**config.mk**
```make
export PLATFORM = sky130hd
export DESIGN_NAME = frontEnd
export DESIGN_NICKNAME = d
export VERILOG_FILES = /design/src/source/isaPkg.sv /design/src/source/linkPkg.sv /design/src/source/frontEnd.sv /design/src/source/instDecode.sv /design/src/source/interruptLatch.sv /design/src/source/instQueue.sv
export VERILOG_INCLUDE_DIRS = /design/src /design/src/source
export SDC_FILE = /design/constraint.sdc
export NUM_CORES = 1
export LEC_CHECK = 0
export ABC_AREA = 1
export BUFFER_PORTS_ARGS = -buffer_cell sky130_fd_sc_hd__buf_2
export CAP_MARGIN = 20
export CELL_PAD_IN_SITES_DETAIL_PLACEMENT = 0
export CELL_PAD_IN_SITES_GLOBAL_PLACEMENT = 1
export CORE_MARGIN = 1
export CORE_UTILIZATION = 25
export CTS_CLUSTER_SIZE = 16
export DETAILED_ROUTE_END_ITERATION = 16
export PLACE_DENSITY_LB_ADDON = 0.1
export REMOVE_ABC_BUFFERS = 1
export SYNTH_ARGS = -nofsm -noshare
export SYNTH_HDL_FRONTEND = slang
export SYNTH_SLANG_ARGS = --single-unit
```
**constraint.sdc**
```tcl
create_clock -name gclk -period 7.6 [get_ports gclk]
set_clock_uncertainty 0.15 [all_clocks]
set_input_delay 1.14 -clock gclk [delete_from_list [all_inputs] [get_ports gclk]]
set_output_delay 1.14 -clock gclk [all_outputs]
set_load 0.005 [all_outputs]
```
**src/source/ibuf_params.svh**
```systemverilog
`ifndef IBUF_PARAMS_SVH
`define IBUF_PARAMS_SVH

// Queue entries, also the fetch credits granted after reset
`define IBUF_QUEUE_DEPTH 4

// Decode output credits granted after reset
`define IBUF_OUT_CREDITS 2

// Fixed interrupt branch inserted into the stream
`define IBUF_INT_OPCODE 6'o56
`define IBUF_INT_RD 5'h1e
`define IBUF_INT_RA 5'h0c
`define IBUF_INT_IMM 16'h0060

`endif
```
**src/source/isaPkg.sv**
```systemverilog
package isaPkg;

  // Opcodes the front end cares about, all others pass through untouched
  typedef enum logic [5:0] {
    opBru  = 6'o46,
    opBcc  = 6'o47,
    opImm  = 6'o54,
    opRtd  = 6'o55,
    opBrui = 6'o56,
    opBcci = 6'o57
  } opcodeT;

  // Raw instruction word, rb sits in the top five bits of low
  typedef struct packed {
    opcodeT      opcode;
    logic [4:0]  rd;
    logic [4:0]  ra;
    logic [15:0] low;
  } instFieldsT;

  typedef struct packed {
    opcodeT      opcode;
    logic [4:0]  rd;
    logic [4:0]  ra;
    logic [4:0]  rb;
    logic [31:0] imm;
    logic        isInterrupt;
  } decodedOpT;

  // Prefix, return and branches all own the next slot
  function automatic logic blocksInterrupt(opcodeT opc);
    case (opc)
      opImm, opRtd, opBru, opBrui, opBcc, opBcci: return 1'b1;
      default: return 1'b0;
    endcase
  endfunction

endpackage

```
**src/source/linkPkg.sv**
```systemverilog
package linkPkg;

  // Word from the fetch source, one credit per valid beat
  typedef struct packed {
    logic        valid;
    logic [31:0] word;
  } fetchLinkT;

  // Decoded operation toward the consumer, one credit per valid beat
  typedef struct packed {
    logic              valid;
    isaPkg::decodedOpT op;
  } decodeLinkT;

endpackage

```
**src/source/frontEnd.sv**
```systemverilog
`timescale 1ns/10ps

module frontEnd (
  input  logic                gclk,
  input  logic                rstN,
  input  linkPkg::fetchLinkT  fetchIn,
  output logic                fetchCredit,
  input  logic                intRequest,
  input  logic                intEnable,
  output linkPkg::decodeLinkT decodeOut,
  input  logic                decodeCredit
);

  logic [31:0] head;
  logic        notEmpty;
  logic        pop;
  logic        intPending;
  logic        intTaken;

  instQueue u_queue (
    .gclk        (gclk),
    .rstN        (rstN),
    .fetchIn     (fetchIn),
    .pop         (pop),
    .head        (head),
    .notEmpty    (notEmpty),
    .fetchCredit (fetchCredit)
  );

  // Runs free of the decode step so back-pressure never loses a request
  interruptLatch u_intLatch (
    .gclk       (gclk),
    .rstN       (rstN),
    .intRequest (intRequest),
    .intEnable  (intEnable),
    .intTaken   (intTaken),
    .intPending (intPending)
  );

  instDecode u_decode (
    .gclk         (gclk),
    .rstN         (rstN),
    .head         (head),
    .notEmpty     (notEmpty),
    .intPending   (intPending),
    .decodeCredit (decodeCredit),
    .pop          (pop),
    .intTaken     (intTaken),
    .decodeOut    (decodeOut)
  );

endmodule

```
**src/source/instDecode.sv**
```systemverilog
`timescale 1ns/10ps
`include "ibuf_params.svh"

module instDecode (
  input  logic                gclk,
  input  logic                rstN,
  input  logic [31:0]         head,
  input  logic                notEmpty,
  input  logic                intPending,
  input  logic                decodeCredit,
  output logic                pop,
  output logic                intTaken,
  output linkPkg::decodeLinkT decodeOut
);

  import isaPkg::*;

  localparam int unsigned OutCredits = `IBUF_OUT_CREDITS;
  localparam int unsigned CredW      = $clog2(OutCredits + 1);

  localparam instFieldsT IntFields = '{
    opcode: opcodeT'(`IBUF_INT_OPCODE),
    rd:     `IBUF_INT_RD,
    ra:     `IBUF_INT_RA,
    low:    `IBUF_INT_IMM
  };

  logic [CredW-1:0] outCredits;
  opcodeT           lastOpc;
  logic [15:0]      prefixHalf;
  logic             outValid;
  decodedOpT        outOp;
  logic             hasCredit;
  logic             takeInt;
  logic             takeWord;
  logic             step;
  logic             joinPrefix;
  instFieldsT       src;
  decodedOpT        nextOp;

  assign hasCredit = (outCredits != '0);

  // Interrupt goes first, but never into the slot after a prefix, return or branch
  assign takeInt  = hasCredit && intPending && !blocksInterrupt(lastOpc);
  assign takeWord = hasCredit && notEmpty && !takeInt;
  assign step     = takeInt || takeWord;
  assign pop      = takeWord;

  assign joinPrefix = (lastOpc == opImm);

  always_comb begin
    src = takeInt ? IntFields : instFieldsT'(head);

    nextOp.opcode = src.opcode;
    nextOp.rd     = src.rd;
    nextOp.ra     = src.ra;
    nextOp.rb     = src.low[15:11];
    // Upper half from the IMM prefix, else sign extension
    nextOp.imm         = joinPrefix ? {prefixHalf, src.low} : {{16{src.low[15]}}, src.low};
    nextOp.isInterrupt = takeInt;
  end

  always_ff @(posedge gclk or negedge rstN) begin
    if (!rstN) begin
      outCredits <= CredW'(OutCredits);
      lastOpc    <= opcodeT'(6'o00);
      outValid   <= 1'b0;
      intTaken   <= 1'b0;
    end else begin
      outValid <= step;
      // Lines up with the interrupt op on decodeOut
      intTaken <= takeInt;

      if (step) begin
        lastOpc <= nextOp.opcode;
      end

      if (step && !decodeCredit) begin
        outCredits <= outCredits - CredW'(1);
      end else if (!step && decodeCredit) begin
        outCredits <= outCredits + CredW'(1);
      end
    end
  end

  always_ff @(posedge gclk) begin
    if (step) begin
      outOp <= nextOp;
    end
    // Low half of every word, only read back after an IMM
    if (takeWord) begin
      prefixHalf <= src.low;
    end
  end

  assign decodeOut = '{valid: outValid, op: outOp};

endmodule

```
**src/source/interruptLatch.sv**
```systemverilog
`timescale 1ns/10ps

module interruptLatch (
  input  logic gclk,
  input  logic rstN,
  input  logic intRequest,
  input  logic intEnable,
  input  logic intTaken,
  output logic intPending
);

  logic [1:0] syncQ;
  logic       levelQ;
  logic       rise;

  // Edge of the synchronized level, not of the raw pin
  assign rise = syncQ[1] && !levelQ;

  always_ff @(posedge gclk or negedge rstN) begin
    if (!rstN) begin
      syncQ      <= '0;
      levelQ     <= 1'b0;
      intPending <= 1'b0;
    end else begin
      // Request only sampled while enabled, a masked pulse never enters
      if (intEnable) begin
        syncQ <= {syncQ[0], intRequest};
      end
      levelQ <= syncQ[1];

      // A new edge wins over a take in the same cycle
      intPending <= intEnable && ((intPending && !intTaken) || rise);
    end
  end

endmodule

```
**src/source/instQueue.sv**
```systemverilog
`timescale 1ns/10ps
`include "ibuf_params.svh"

module instQueue (
  input  logic               gclk,
  input  logic               rstN,
  input  linkPkg::fetchLinkT fetchIn,
  input  logic               pop,
  output logic [31:0]        head,
  output logic               notEmpty,
  output logic               fetchCredit
);

  localparam int unsigned Depth = `IBUF_QUEUE_DEPTH;
  localparam int unsigned PtrW  = (Depth > 1) ? $clog2(Depth) : 1;
  localparam int unsigned CntW  = $clog2(Depth + 1);

  logic [31:0]     mem [Depth];
  logic [PtrW-1:0] wrPtr;
  logic [PtrW-1:0] rdPtr;
  logic [CntW-1:0] count;
  logic            push;
  logic            doPop;

  // Sender holds a credit for every valid word, so a push never meets a full queue
  assign push  = fetchIn.valid;
  assign doPop = pop && notEmpty;

  assign head     = mem[rdPtr];
  assign notEmpty = (count != '0);

  always_ff @(posedge gclk) begin
    if (push) begin
      mem[wrPtr] <= fetchIn.word;
    end
  end

  always_ff @(posedge gclk or negedge rstN) begin
    if (!rstN) begin
      wrPtr       <= '0;
      rdPtr       <= '0;
      count       <= '0;
      fetchCredit <= 1'b0;
    end else begin
      if (push) begin
        wrPtr <= (wrPtr == PtrW'(Depth - 1)) ? '0 : wrPtr + 1'b1;
      end
      if (doPop) begin
        rdPtr <= (rdPtr == PtrW'(Depth - 1)) ? '0 : rdPtr + 1'b1;
      end

      case ({push, doPop})
        2'b10: count <= count + 1'b1;
        2'b01: count <= count - 1'b1;
        default: count <= count;
      endcase

      // Freed entry goes straight back to the sender
      fetchCredit <= doPop;
    end
  end

endmodule

```
# Yosys cells after proc, flatten, opt, wreduce, memory -nomap -nowiden
# Memory sizes are Yosys's and may differ from the RTL's.
# Cells that the tools add are included.
word_totals:
  input_bits: 38
  out_inout_bits: 56
  romBits: 0
  regBits: 92
  ramBits: 128
  wordCells: 68
  latchBits: 0
  memories: 1
mem_list:
  columns: ["name", "depth", "width", "read_ports", "rd_clocked_by_memory_dff", "wr", "line", "text"]
  rows:
  - ["u_queue.mem", 4, 32, 1, 0, 1, "instQueue.sv:18", "logic [31:0] mem [Depth];"]
op_classes:
  add_sub_neg: 6
  n_eq_ne: 10
  order_cmp: 0
  n_reduce_logical: 23
  div: 0
  n_mux: 10
  multipliers: 0
  bitwise_logic: 0
  shift: 0
op_table:
  columns: ["cell", "count"]
  rows:
  - ["$mux W32", 2]
  - ["$eq A6 B6 Y1 const B", 6]
  - ["$logic_and A1 B1 Y1", 10]
  - ["$mux W2", 4]
  - ["$add A2 B1 Y2 const B", 3]
  - ["$eq A2 B2 Y1 const B", 3]
  - ["$logic_not A1 Y1", 6]
  - ["$pmux W3 S2", 1]
  - ["$reduce_bool A2 Y1", 3]
  - ["$reduce_or A6 Y1", 1]
  - ["$add A3 B1 Y3 const B", 1]
  - ["$mux W1", 3]
  - ["$reduce_bool A3 Y1", 1]
  - ["$sub A3 B1 Y3 const B", 1]
  - ["$eq A2 B1 Y1 const B", 1]
  - ["$logic_or A1 B1 Y1", 2]
  - ["$sub A2 B1 Y2 const B", 1]

# Logic depth before layout (Yosys ltp)
# Gate-level depths: netlist of run 1.
depth:
  ltp_word: 12
  mapped_depth: 12
  ltp_nobuf: 12

# By module
# Synthesis of run 1 repeated with hierarchy kept, for this count alone.
unflattened:
  cells_unflattened: 665
  area_unflattened_um2: 8548.2
by_module_without_submodules:
  columns: ["mod", "area_per_inst_um2", "n_inst", "cells_each"]
  rows:
  - ["instQueue", 5502.8, 1, 431]
  - ["instDecode", 2895.3, 1, 218]
  - ["interruptLatch", 150.1, 1, 16]

# Least setup slack after synthesis of run 1
# No wires, ideal clock.
synth_path:
  kind: "register to register"
  start: "reg u_decode.outCredits[1]"
  end: "reg u_decode.outCredits[1]"
  path_stages_with_launch: 9
  path_buffers: 0
  setup_slack_ns: 4.557
  setup_ns: 0.082
  required_ns: 7.368
  t_arrival_ns: 2.811
  period_less_slack_ns: 3.043
  path_cell_list: "dfstp_2 nor2_1 nor2_2 nand3_4 nand2_1 ha_1 a21oi_1 o21ai_0 xnor2_1"
synth_between:
  elab_chain_len: 9
  elab_cells_between_ends: 15
synth_lines:
  columns: ["element", "line", "text"]
  rows:
  - ["start, declared", "instDecode.sv:28", "logic [CredW-1:0] outCredits;"]
  - ["start signal, assigned", "instDecode.sv:65", "outCredits <= CredW'(OutCredits);"]
  - ["start signal, assigned", "instDecode.sv:79", "outCredits <= outCredits - CredW'(1);"]
  - ["start signal, assigned", "instDecode.sv:81", "outCredits <= outCredits + CredW'(1);"]
  - ["$reduce_bool A2 Y1 *", "instDecode.sv:41", "assign hasCredit = (outCredits != '0);"]
  - ["$logic_and A1 B1 Y1 (2 in a row)", "instDecode.sv:44", "assign takeInt = hasCredit && intPending && !blocksInterrupt(lastOpc);"]
  - ["$logic_not A1 Y1", "instDecode.sv:45", "assign takeWord = hasCredit && notEmpty && !takeInt;"]
  - ["$logic_and A1 B1 Y1", "instDecode.sv:45", null]
  - ["$logic_or A1 B1 Y1 *", "instDecode.sv:46", "assign step = takeInt || takeWord;"]
  - ["via u_decode.step", "instDecode.sv:36", "logic step;"]
  - ["$logic_not A1 Y1", "instDecode.sv:80", "end else if (!step && decodeCredit) begin"]
  - ["$logic_and A1 B1 Y1", "instDecode.sv:80", null]
  - ["$reduce_bool A2 Y1 (no source line)", null, null]
# Mark *: on every way through the listed nets, which the timed path passes. The rest lies on a longest branch. The select of a mux whose other input is x is not followed.
# A chain may end at the register's enable or synchronous reset.

# Final worst setup path of run 1
# Same ends and word-level chain as after synthesis.

==> impl_metrics.json, run 1 <==
{
  "maxCapViolations": 0,
  "die-width_um": 183,
  "finalHoldViolations": 0,
  "peakVddDrop_uv": 219,
  "area_growth_pct": 19.3,
  "nets": 738,
  "finalSetupTns_ns": 0,
  "ff2ff_path_depth": 8,
  "dp.final_hpwl_mm": 10.3,
  "ys_types": 28,
  "cts_hold_buf": 0,
  "min_path_type": "reg -> reg",
  "post_cts_buffers": 0,
  "grt_max_degree": 69,
  "grt_pass1_vias": 4685,
  "start_util": 0.257,
  "die_y_um": 183,
  "p_leak_nw": 3.78,
  "synth_cells": 603,
  "cts_tree": "done",
  "max_freq_ghz": 0.314,
  "cts_max_path_buffers": 3,
  "fin_hold_ws_ns": 0.235,
  "yosysWarnings": 0,
  "wirelength_mm": 18.4,
  "dieArea_mm2": 0.0336,
  "grt_pass1_wl_mm": 27.9,
  "finish.utilization": 0.306,
  "min_path_cells": 0,
  "cts_max_level": 1,
  "period_share": 0.420,
  "rr_startpoint": "u_decode.outCredits[1]",
  "seq_area_frac_synth": 0.773,
  "antenna_found_initial": 2,
  "globalplace.congestion": 0.704,
  "min_to": "u_intLatch.levelQ",
  "rr_endpoint": "u_decode.outCredits[1]",
  "clock_sinks": 215,
  "drive_gt1_frac": 0.204,
  "slew_violations": 0,
  "setup_viol": 0,
  "crit_type": "reg -> reg",
  "syn_avg_cell_area_um2": 13.6,
  "clk_latency_ns": 0.51,
  "power_density_mw_per_mm2": 428,
  "synth_top_area_share": 0.706,
  "io_pins": 94,
  "core.rowCount": 65,
  "period_minus_slack_ns": 3.19,
  "arrival_ns": 3.48,
  "hold_start": "u_intLatch.syncQ[1]",
  "drc": 0,
  "synth_edf_count": 193,
  "drtIter0Drc": 213,
  "core_area_mm2": 0.0320,
  "tightest_slew_ns": 0.976,
  "cp-start-kind": "flip-flop",
  "cts_resized": 0,
  "ys_ff_latch": 215,
  "status": "complete, no violations",
  "r2r_setup_slack_ns": 4.41,
  "cts_inserted_buffers": 24,
  "synthTopCellsByCount": "edfxtp_1 (193), nand2_1 (106), nor2_1 (76)",
  "grt_overflow": 0,
  "dr_total_vias": 4631,
  "io_buffers": 93,
  "track_usage": 0.110,
  "cp_max_fo": 55,
  "routedWlPerCell_um": 16.1,
  "clockRootBuffer": "clkbuf_16",
  "n_fill_cell": 3189,
  "max_slew_margin": 0.349,
  "cp.required_ns": 7.89,
  "async_reset_ff_frac": 0.102,
  "syn-cell-area_mm2": 0.00821,
  "synthFlopType": "edfxtp_1",
  "rsz0062_at_grt": "false",
  "drt_pass1_iterations": 4,
  "synth_top_cell_by_area": "edfxtp_1",
  "final_antenna_net_count": 0,
  "synth.most_common_cell": "edfxtp_1",
  "synth_area_leaders": "edfxtp_1 (71%), dfrtp_1 (6.4%), nand2_1 (4.8%), o21ai_0 (3.7%), nor2_1 (3.5%)",
  "vias_per_cell": 4.05,
  "clk_pin_slew_worst_paths_ns": 0.06,
  "end_kind": "flip-flop"
}
[routing by layer]
| metal | vias up | part of all wire | GRT usage |
|---|---|---|---|
| met5 | - | 0 | 0 |
| met4 | 0 | 0.023 | 0.0360 |
| met3 | 35 | 0.054 | 0.0232 |
| met2 | 99 | 0.48 | 0.191 |
| met1 | 2217 | 0.44 | 0.136 |
| li1 | 2280 | - | - |
[cell usage in the layout (no fill, tap or decap)]
cell type,synthesis,final
a21oi_1,2,2
and2_1,1,1
buf_12,0,1
buf_2,7,93
buf_4,11,1
bufinv_16,0,1
clkbuf_1,11,6
clkbuf_16,0,25
clkinv_1,0,4
clkinv_2,0,4
clkinv_4,0,1
dfrtp_1,21,19
dfrtp_2,0,2
dfstp_2,1,1
diode_2,0,2
edfxtp_1,193,193
fa_1,1,1
ha_1,7,7
inv_1,42,38
inv_2,2,6
mux2_2,1,1
nand2_1,106,105
nand2_2,2,2
nand2_4,0,1
nand3_1,19,19
nand3_2,1,1
nand3_4,2,2
nor2_1,76,76
nor2_2,1,1
o211ai_1,8,8
o21ai_0,61,61
o21ai_1,1,1
o21ai_2,1,1
o22ai_1,18,18
xnor2_1,3,3
xor2_1,1,1
[cell type report]
type	instances	area, um2	share of cell area
well taps	435	544	0.0556
clock buffers	31	648	0.0662
clock inverters	10	73.8	0.00754
repair buffers	95	493	0.0504
diodes	2	5.00	0.000511
inverters	44	165	0.0169
flip-flops and latches	215	6350	0.649
multi-input cells	312	1510	0.154
[cells by family (layout without fill, tap and decap cells)]
logic type / Yosys count / count (layout) / share of synthesized area
DFF: 215 / 215 / 0.773
buffers and inverters: 76 / 180 / 0.0436
and+or+nand+nor: 208 / 208 / 0.103
adders and majority gates: 8 / 8 / 0.0131
other: 0 / 2 / 0
AOI/OAI and AO/OA: 91 / 91 / 0.0611
muxes: 1 / 1 / 0.00137
xor gates and xnor gates: 4 / 4 / 0.00427
[worst max-delay path, cell delays in order, from the launching register on]
cell and delay, ns:
dfstp_2 0.55, nor2_1 0.05, nor2_2 0.15, nand3_4 0.54
nand2_4 0.86, ha_1 0.39, a21oi_1 0.12, o21ai_0 0.11
xnor2_1 0.17
[stage by stage]
| stage | std cells | area [um2] | power, mW | setup WS (ns) |
|---|---|---|---|---|
| 4_1_cts | 1141 | 9770 | 4.28 | 4.28 |
| 2_1_floorplan | 571 | 8020 | 2.64 | 4.27 |
| 5_1_grt | 1142 | 9790 | 4.50 | 4.13 |
| 3_5_place_dp | 1100 | 9040 | 3.19 | 4.31 |
| 6_report | 1144 | 9790 | 4.19 | 4.41 |
| 3_3_place_gp | 1100 | 9040 | 3.16 | 4.35 |
[sequential cells by signal, summed over array words and instances (netlist names)]
| register | cells |
|---|---|
| u_decode.prefixHalf | 16 |
| u_decode.outValid | 1 |
| u_decode.intTaken | 1 |
| u_queue.mem | 128 |
| u_intLatch.levelQ | 1 |
| u_decode.lastOpc | 6 |
| u_queue.rdPtr | 2 |
| u_queue.wrPtr | 2 |
| u_decode.outCredits | 2 |
| u_intLatch.intPending | 1 |
| u_intLatch.syncQ | 2 |
| u_decode.decodeOut | 49 |
| u_queue.count | 3 |
| u_queue.fetchCredit | 1 |
[power by group]
group,switching (mW),internal [mW],leakage (nW)
Combinational,0.795,0.363,1.33
Sequential,0.152,1.81,2.10
Clock,0.439,0.630,0.355
Total,1.39,2.80,3.78
[worst max path at each step]
stage                             endpoint              startpoint  slack (ns)  cells past startpoint
floorplan           u_decode.outCredits[1]  u_decode.outCredits[1]        4.27                      8
global placement    u_decode.outCredits[1]  u_decode.outCredits[1]        4.35                      8
detailed placement  u_decode.outCredits[1]  u_decode.outCredits[1]        4.31                      8
CTS                 u_decode.outCredits[1]  u_decode.outCredits[1]        4.28                      8
global route        u_decode.outCredits[1]  u_decode.outCredits[1]        4.13                      8
finish              u_decode.outCredits[1]  u_decode.outCredits[1]        4.41                      8
Note: power is estimated with default switching activity, not from simulation.
==> run 2: changes to the inputs <==
Settings changed: ABC_AREA 1 to 0.
Clock period 7.6 ns to 3 ns, I/O delays scaled along.
==> impl_metrics.json, run 2 <==
{
  "status": "complete, no violations",
  "max_freq_ghz": 0.398,
  "final_antenna_net_count": 0,
  "power_density_mw_per_mm2": 1080,
  "clk_pin_slew_worst_paths_ns": 0.06,
  "layout_commonest_cell": "edfxtp_1",
  "rr_startpoint": "u_decode.lastOpc[4]",
  "drc": 0,
  "yosysWarnings": 0,
  "hold_start": "fetchIn[0]",
  "synthTopCellsByCount": "edfxtp_1 (193), mux4_2 (32), dfrtp_1 (21)",
  "clock_sinks": 215,
  "clockRootBuffer": "clkbuf_16",
  "synth_top_area_share": 0.718,
  "switchingPower_mw": 3.17,
  "synth_top_cell_by_area": "edfxtp_1",
  "core.rowCount": 65,
  "grt_pass1_wl_mm": 26.6,
  "globalplace.congestion": 0.639,
  "top_register": "u_queue.mem",
  "min_path_cells": 1,
  "crit_path_max_incr_delay_ns": 0.37,
  "worst-path-buf-inv": 2,
  "min_to": "u_queue.mem[3][0]",
  "io_pins": 94,
  "period_minus_slack_ns": 2.51,
  "die-width_um": 182,
  "period_share": 0.838,
  "dp.final_hpwl_mm": 10.6,
  "area_growth_pct": 26.1,
  "post-place-ws_ns": 0.479,
  "final_cells": 944,
  "io_buffers": 93,
  "slew_violations": 0,
  "ff2ff_path_depth": 11,
  "cp.required_ns": 3.30,
  "p_comb_frac": 0.276,
  "routedWlPerCell_um": 18.6,
  "drt_pass1_iterations": 4,
  "ys_types": 33,
  "ys_ff_latch": 215,
  "core_area_mm2": 0.0316,
  "die_y_um": 182,
  "crit_chain": "and3b_1 > and3_4 > nand2b_4 > inv_8 > nor2_8 > ha_1 > inv_1 > fa_1 > xor2_1 > nor2_1 > xor2_1",
  "final_cell_mix": "edfxtp_1 (193), buf_2 (93), mux4_2 (32)",
  "n_fill_cell": 3110,
  "arrival_ns": 2.81,
  "end_kind": "flip-flop",
  "synthFlopType": "edfxtp_1",
  "nets": 567,
  "synth_edf_count": 193,
  "drive_gt1_frac": 0.355,
  "switching_share": 0.289,
  "dieArea_mm2": 0.0330,
  "grt_max_degree": 36,
  "cp_common_cell": "xor2_1",
  "antenna_found_initial": 1,
  "finalWorstSetupSlack_ns": 0.487,
  "crit_type": "reg -> reg",
  "synth_area_leaders": "edfxtp_1 (72%), mux4_2 (8.9%), dfrtp_1 (6.5%), a21o_1 (1.6%), nor2b_1 (1.6%)",
  "syn-cell-area_mm2": 0.00807,
  "synth.most_common_cell": "edfxtp_1",
  "dr_total_vias": 3882,
  "vias_per_cell": 4.11,
  "seq_area_frac_synth": 0.787,
  "grt_pass1_vias": 4280,
  "p_clk_frac": 0.279,
  "cts_max_path_buffers": 3,
  "crit_family": "simple AND/OR/NAND/NOR gates",
  "rsz0062_at_grt": "false",
  "cts_inserted_buffers": 26,
  "min_path_type": "in -> reg",
  "cts_tree": "done",
  "peakVddDrop_uv": 509,
  "grt_overflow": 0,
  "syn_avg_cell_area_um2": 21.1,
  "tightest_slew_ns": 0.985,
  "p_leak_nw": 3.75,
  "maxCapViolations": 0,
  "start_util": 0.255,
  "max_slew_margin": 0.342,
  "async_reset_ff_frac": 0.102,
  "finalHoldViolations": 0,
  "largest_reg_flops": 128,
  "wirelength_mm": 17.5,
  "setup_viol": 0,
  "p_int_mw": 7.80,
  "post_cts_buffers": 0,
  "cp_max_fo": 18,
  "cp-start-kind": "flip-flop",
  "r2r_setup_slack_ns": 0.49,
  "slowest_stage": "dfrtp_1",
  "cts_max_level": 1,
  "clk_latency_ns": 0.52,
  "placedCellCount": 868,
  "track_usage": 0.109,
  "seqPwrFrac": 0.445,
  "synth_cells": 382,
  "drtIter0Drc": 148,
  "rr_endpoint": "u_queue.count[2]"
}
-- run 2: cell count changes after synthesis, moves of 6 or more --
cell / previous run / this run
o22ai_1: 18 / 1
nor2b_1: 0 / 20
clkbuf_1: 11 / 5
nand3_1: 19 / 0
mux4_2: 0 / 32
inv_1: 42 / 9
nand2_1: 106 / 7
o21ai_0: 61 / 4
mux2i_1: 0 / 7
or2_1: 0 / 12
o211ai_1: 8 / 0
nor2_1: 76 / 7
a21o_1: 0 / 17
-- run 2: power by group through the flow --
stage                     Combinational (mW)  Sequential (mW)  Clock (mW)
after CTS                               3.19             4.91        3.16
final                                   3.03             4.88        3.06
after detailed placement                3.16             4.96           0
after global routing                    3.39             4.99        3.26
after global placement                  3.15             4.94           0
after floorplan                         1.64             5.06           0
-- run 2: what timing repair did --
item | CTS | global route
resized for setup | 0 | 0
hold buffers | 27 | 0
hold endpoints to repair | 125 | 0
-- run 2: kinds of logic after synthesis --
| family | Yosys count | synth area share |
|---|---|---|
| and+or+nand+nor | 57 | 0.0450 |
| AOI/OAI and AO/OA | 24 | 0.0236 |
| xor gates and xnor gates | 6 | 0.00651 |
| muxes | 42 | 0.103 |
| adders and majority gates | 8 | 0.0133 |
| DFF | 215 | 0.787 |
| buffers and inverters | 30 | 0.0220 |
-- run 2: worst max path at each step --
stage                        startpoint                      to  slack, ns  cells past startpoint
CTS                 u_decode.lastOpc[4]  u_decode.prefixHalf[1]       0.46                      5
global route        u_decode.lastOpc[4]        u_queue.count[2]       0.32                     11
floorplan              u_queue.count[0]  u_decode.outCredits[1]      -0.19                      5
detailed placement  u_decode.lastOpc[4]        u_queue.count[2]       0.48                     11
finish              u_decode.lastOpc[4]        u_queue.count[2]       0.49                     11
global placement    u_decode.lastOpc[4]  u_decode.prefixHalf[4]       0.50                      5
-- run 2: per-layer routing --
| metal | up-vias | track usage | wire length, um |
|---|---|---|---|
| li1 | 1762 | - | - |
| met2 | 90 | 0.195 | 8960 |
| met1 | 2002 | 0.131 | 7460 |
| met5 | - | 0 | 0 |
| met4 | 0 | 0.0322 | 402 |
| met3 | 28 | 0.0225 | 704 |
-- run 2: final cells by class --
| class | count | area (um2) | share of cell area |
|---|---|---|---|
| well taps | 402 | 503 | 0.0494 |
| clock inverters | 8 | 92.6 | 0.00910 |
| flip-flops and latches | 215 | 6350 | 0.624 |
| repair buffers | 131 | 881 | 0.0865 |
| diodes | 1 | 2.50 | 0.000246 |
| clock buffers | 40 | 744 | 0.0731 |
| multi-input cells | 137 | 1560 | 0.153 |
| inverters | 10 | 45.0 | 0.00443 |
-- run 2: through the flow --
step                      setup TNS [ns]  hold slack [ns]   util  cell area (um2)  total power [mW]
after detailed placement               0            0.224  0.287             9070              8.12
after floorplan                   -0.276          0.00441      -             7940              6.70
after CTS                              0        0.0000207  0.322            10200              11.3
after global routing                   0          0.00869  0.322            10200              11.6
final                                  0           0.0130  0.322            10200              11.0
after global placement                 0            0.214  0.287             9070              8.09
==> run 3: changes to the inputs <==
Clock period 3 ns to 2.4 ns, I/O delays scaled along.
==> impl_metrics.json, run 3 (synthesis results as in run 2) <==
{
  "start_util": 0.255,
  "peakVddDrop_uv": 669,
  "worst-path-buf-inv": 2,
  "antenna_found_initial": 0,
  "routedWlPerCell_um": 18.2,
  "crit_path_max_incr_delay_ns": 0.37,
  "power_density_mw_per_mm2": 1350,
  "clk_latency_ns": 0.52,
  "clockRootBuffer": "clkbuf_16",
  "layout_commonest_cell": "edfxtp_1",
  "switching_share": 0.283,
  "die-width_um": 182,
  "cp_common_cell": "xor2_1",
  "fin_hold_ws_ns": 0.119,
  "slew_violations": 0,
  "end_kind": "flip-flop",
  "total_power_mw": 14.0,
  "grt_overflow": 0,
  "grt_pass1_wl_mm": 26.6,
  "n_antenna_cell": 0,
  "tightest_slew_ns": 0.907,
  "finalWorstSetupSlack_ns": 0.119,
  "finalSetupTns_ns": 0,
  "track_usage": 0.108,
  "r2r_setup_slack_ns": 0.12,
  "p_leak_nw": 3.84,
  "period_minus_slack_ns": 2.28,
  "slowest_stage": "dfrtp_1",
  "rr_endpoint": "u_queue.count[2]",
  "final_antenna_net_count": 0,
  "arrival_ns": 2.57,
  "io_buffers": 93,
  "area_growth_pct": 28.7,
  "min_path_type": "in -> reg",
  "min_path_cells": 4,
  "cts_max_level": 1,
  "ff2ff_path_depth": 11,
  "rr_startpoint": "u_decode.lastOpc[4]",
  "maxCapViolations": 0,
  "wirelength_mm": 17.4,
  "dp.final_hpwl_mm": 10.2,
  "p_int_mw": 10.0,
  "seqPwrFrac": 0.434,
  "rsz0062_at_grt": "false",
  "dieArea_mm2": 0.0330,
  "crit_type": "reg -> reg",
  "placedCellCount": 874,
  "largest_reg_flops": 128,
  "final_cells": 958,
  "grt_pass1_vias": 4323,
  "drt_pass1_iterations": 4,
  "design_area_mm2": 0.0104,
  "cts_tree": "done",
  "cp.required_ns": 2.69,
  "cp-start-kind": "flip-flop",
  "cts_inserted_buffers": 26,
  "final_cell_mix": "edfxtp_1 (193), buf_2 (93), dlygate4sd3_1 (37)",
  "status": "complete, no violations",
  "die_y_um": 182,
  "max_slew_margin": 0.395,
  "setup_viol": 0,
  "cts_max_path_buffers": 3,
  "nets": 583,
  "drtIter0Drc": 144,
  "io_pins": 94,
  "finalHoldViolations": 0,
  "globalplace.congestion": 0.654,
  "p_clk_frac": 0.279,
  "vias_per_cell": 4.13,
  "drc": 0,
  "core_area_mm2": 0.0316,
  "placed_area_mm2": 0.00914,
  "top_register": "u_queue.mem",
  "clk_pin_slew_worst_paths_ns": 0.06,
  "crit_chain": "and3b_2 > and3_4 > nand2b_4 > inv_8 > nor2_8 > ha_4 > inv_1 > fa_2 > xor2_1 > nor2_1 > xor2_1",
  "clock_sinks": 215,
  "post_cts_buffers": 0,
  "post-place-ws_ns": 0.0406,
  "finish.utilization": 0.328,
  "dr_total_vias": 3961,
  "min_to": "u_decode.outCredits[0]",
  "hold_start": "decodeCredit",
  "grt_max_degree": 38,
  "drive_gt1_frac": 0.360,
  "period_share": 0.951,
  "crit_family": "simple AND/OR/NAND/NOR gates",
  "switchingPower_mw": 3.96,
  "core.rowCount": 65,
  "max_freq_ghz": 0.438,
  "cp_max_fo": 2,
  "p_comb_frac": 0.287
}
-- run 3: cell count changes in the layout (fill, tap and decap cells not counted), moves of 4 or more --
cell / delta
dlygate4sd3_1: +10
clkbuf_1: -6
clkinv_1: +6
buf_4: +4
-- run 3: how the worst max path moves through the flow --
stage	from	end	slack, ns	depth (start not counted)
finish	u_decode.lastOpc[4]	u_queue.count[2]	0.12	11
global route	u_decode.lastOpc[4]	u_queue.count[2]	0.02	11
CTS	u_decode.lastOpc[4]	u_queue.count[2]	0.02	11
detailed placement	u_decode.lastOpc[4]	u_queue.count[2]	0.04	11
global placement	u_decode.lastOpc[4]	u_queue.count[2]	0.06	11
floorplan	u_queue.count[0]	u_decode.outCredits[1]	-0.79	5
-- run 3: final cells by class --
| class | count | area [um2] |
|---|---|---|
| clock inverters | 15 | 170 |
| well taps | 402 | 503 |
| fillers | 3078 | 21200 |
| inverters | 10 | 45.0 |
| repair buffers | 147 | 1050 |
| multi-input cells | 137 | 1580 |
| flip-flops and latches | 215 | 6350 |
| clock buffers | 32 | 694 |
-- run 3: worst reg2reg max path, delay by kind of cell, from the launching register on --
family	cells	cell delay, ns
XOR/XNOR	2	0.29
adder cells (fa/ha/maj)	2	0.47
buffers and inverters	2	0.10
flip-flops	1	0.37
AND/OR/NAND/NOR	5	0.82
-- run 3: layer usage --
metal / up-vias / share of wire / track usage
met1: 2054 / 0.45 / 0.138
met2: 87 / 0.50 / 0.184
met3: 22 / 0.043 / 0.0237
met5: - / 0 / 0
li1: 1798 / - / -
met4: 0 / 0.014 / 0.0295
-- run 3: power by group through the flow --
stage / logic [mW] / registers (mW) / clock network, mW
detailed placement: 4.10 / 6.16 / 0
global route: 4.44 / 6.19 / 4.20
global placement: 4.08 / 6.14 / 0
floorplan: 2.05 / 6.33 / 0
CTS: 4.15 / 6.10 / 4.04
finish: 4.02 / 6.07 / 3.90
-- run 3: timing repair --
item,4_1_cts,5_1_grt
gates resized for setup,0,4
setup endpoints to repair,0,1
hold buffers,37,0
endpoints found under the hold margin,154,0
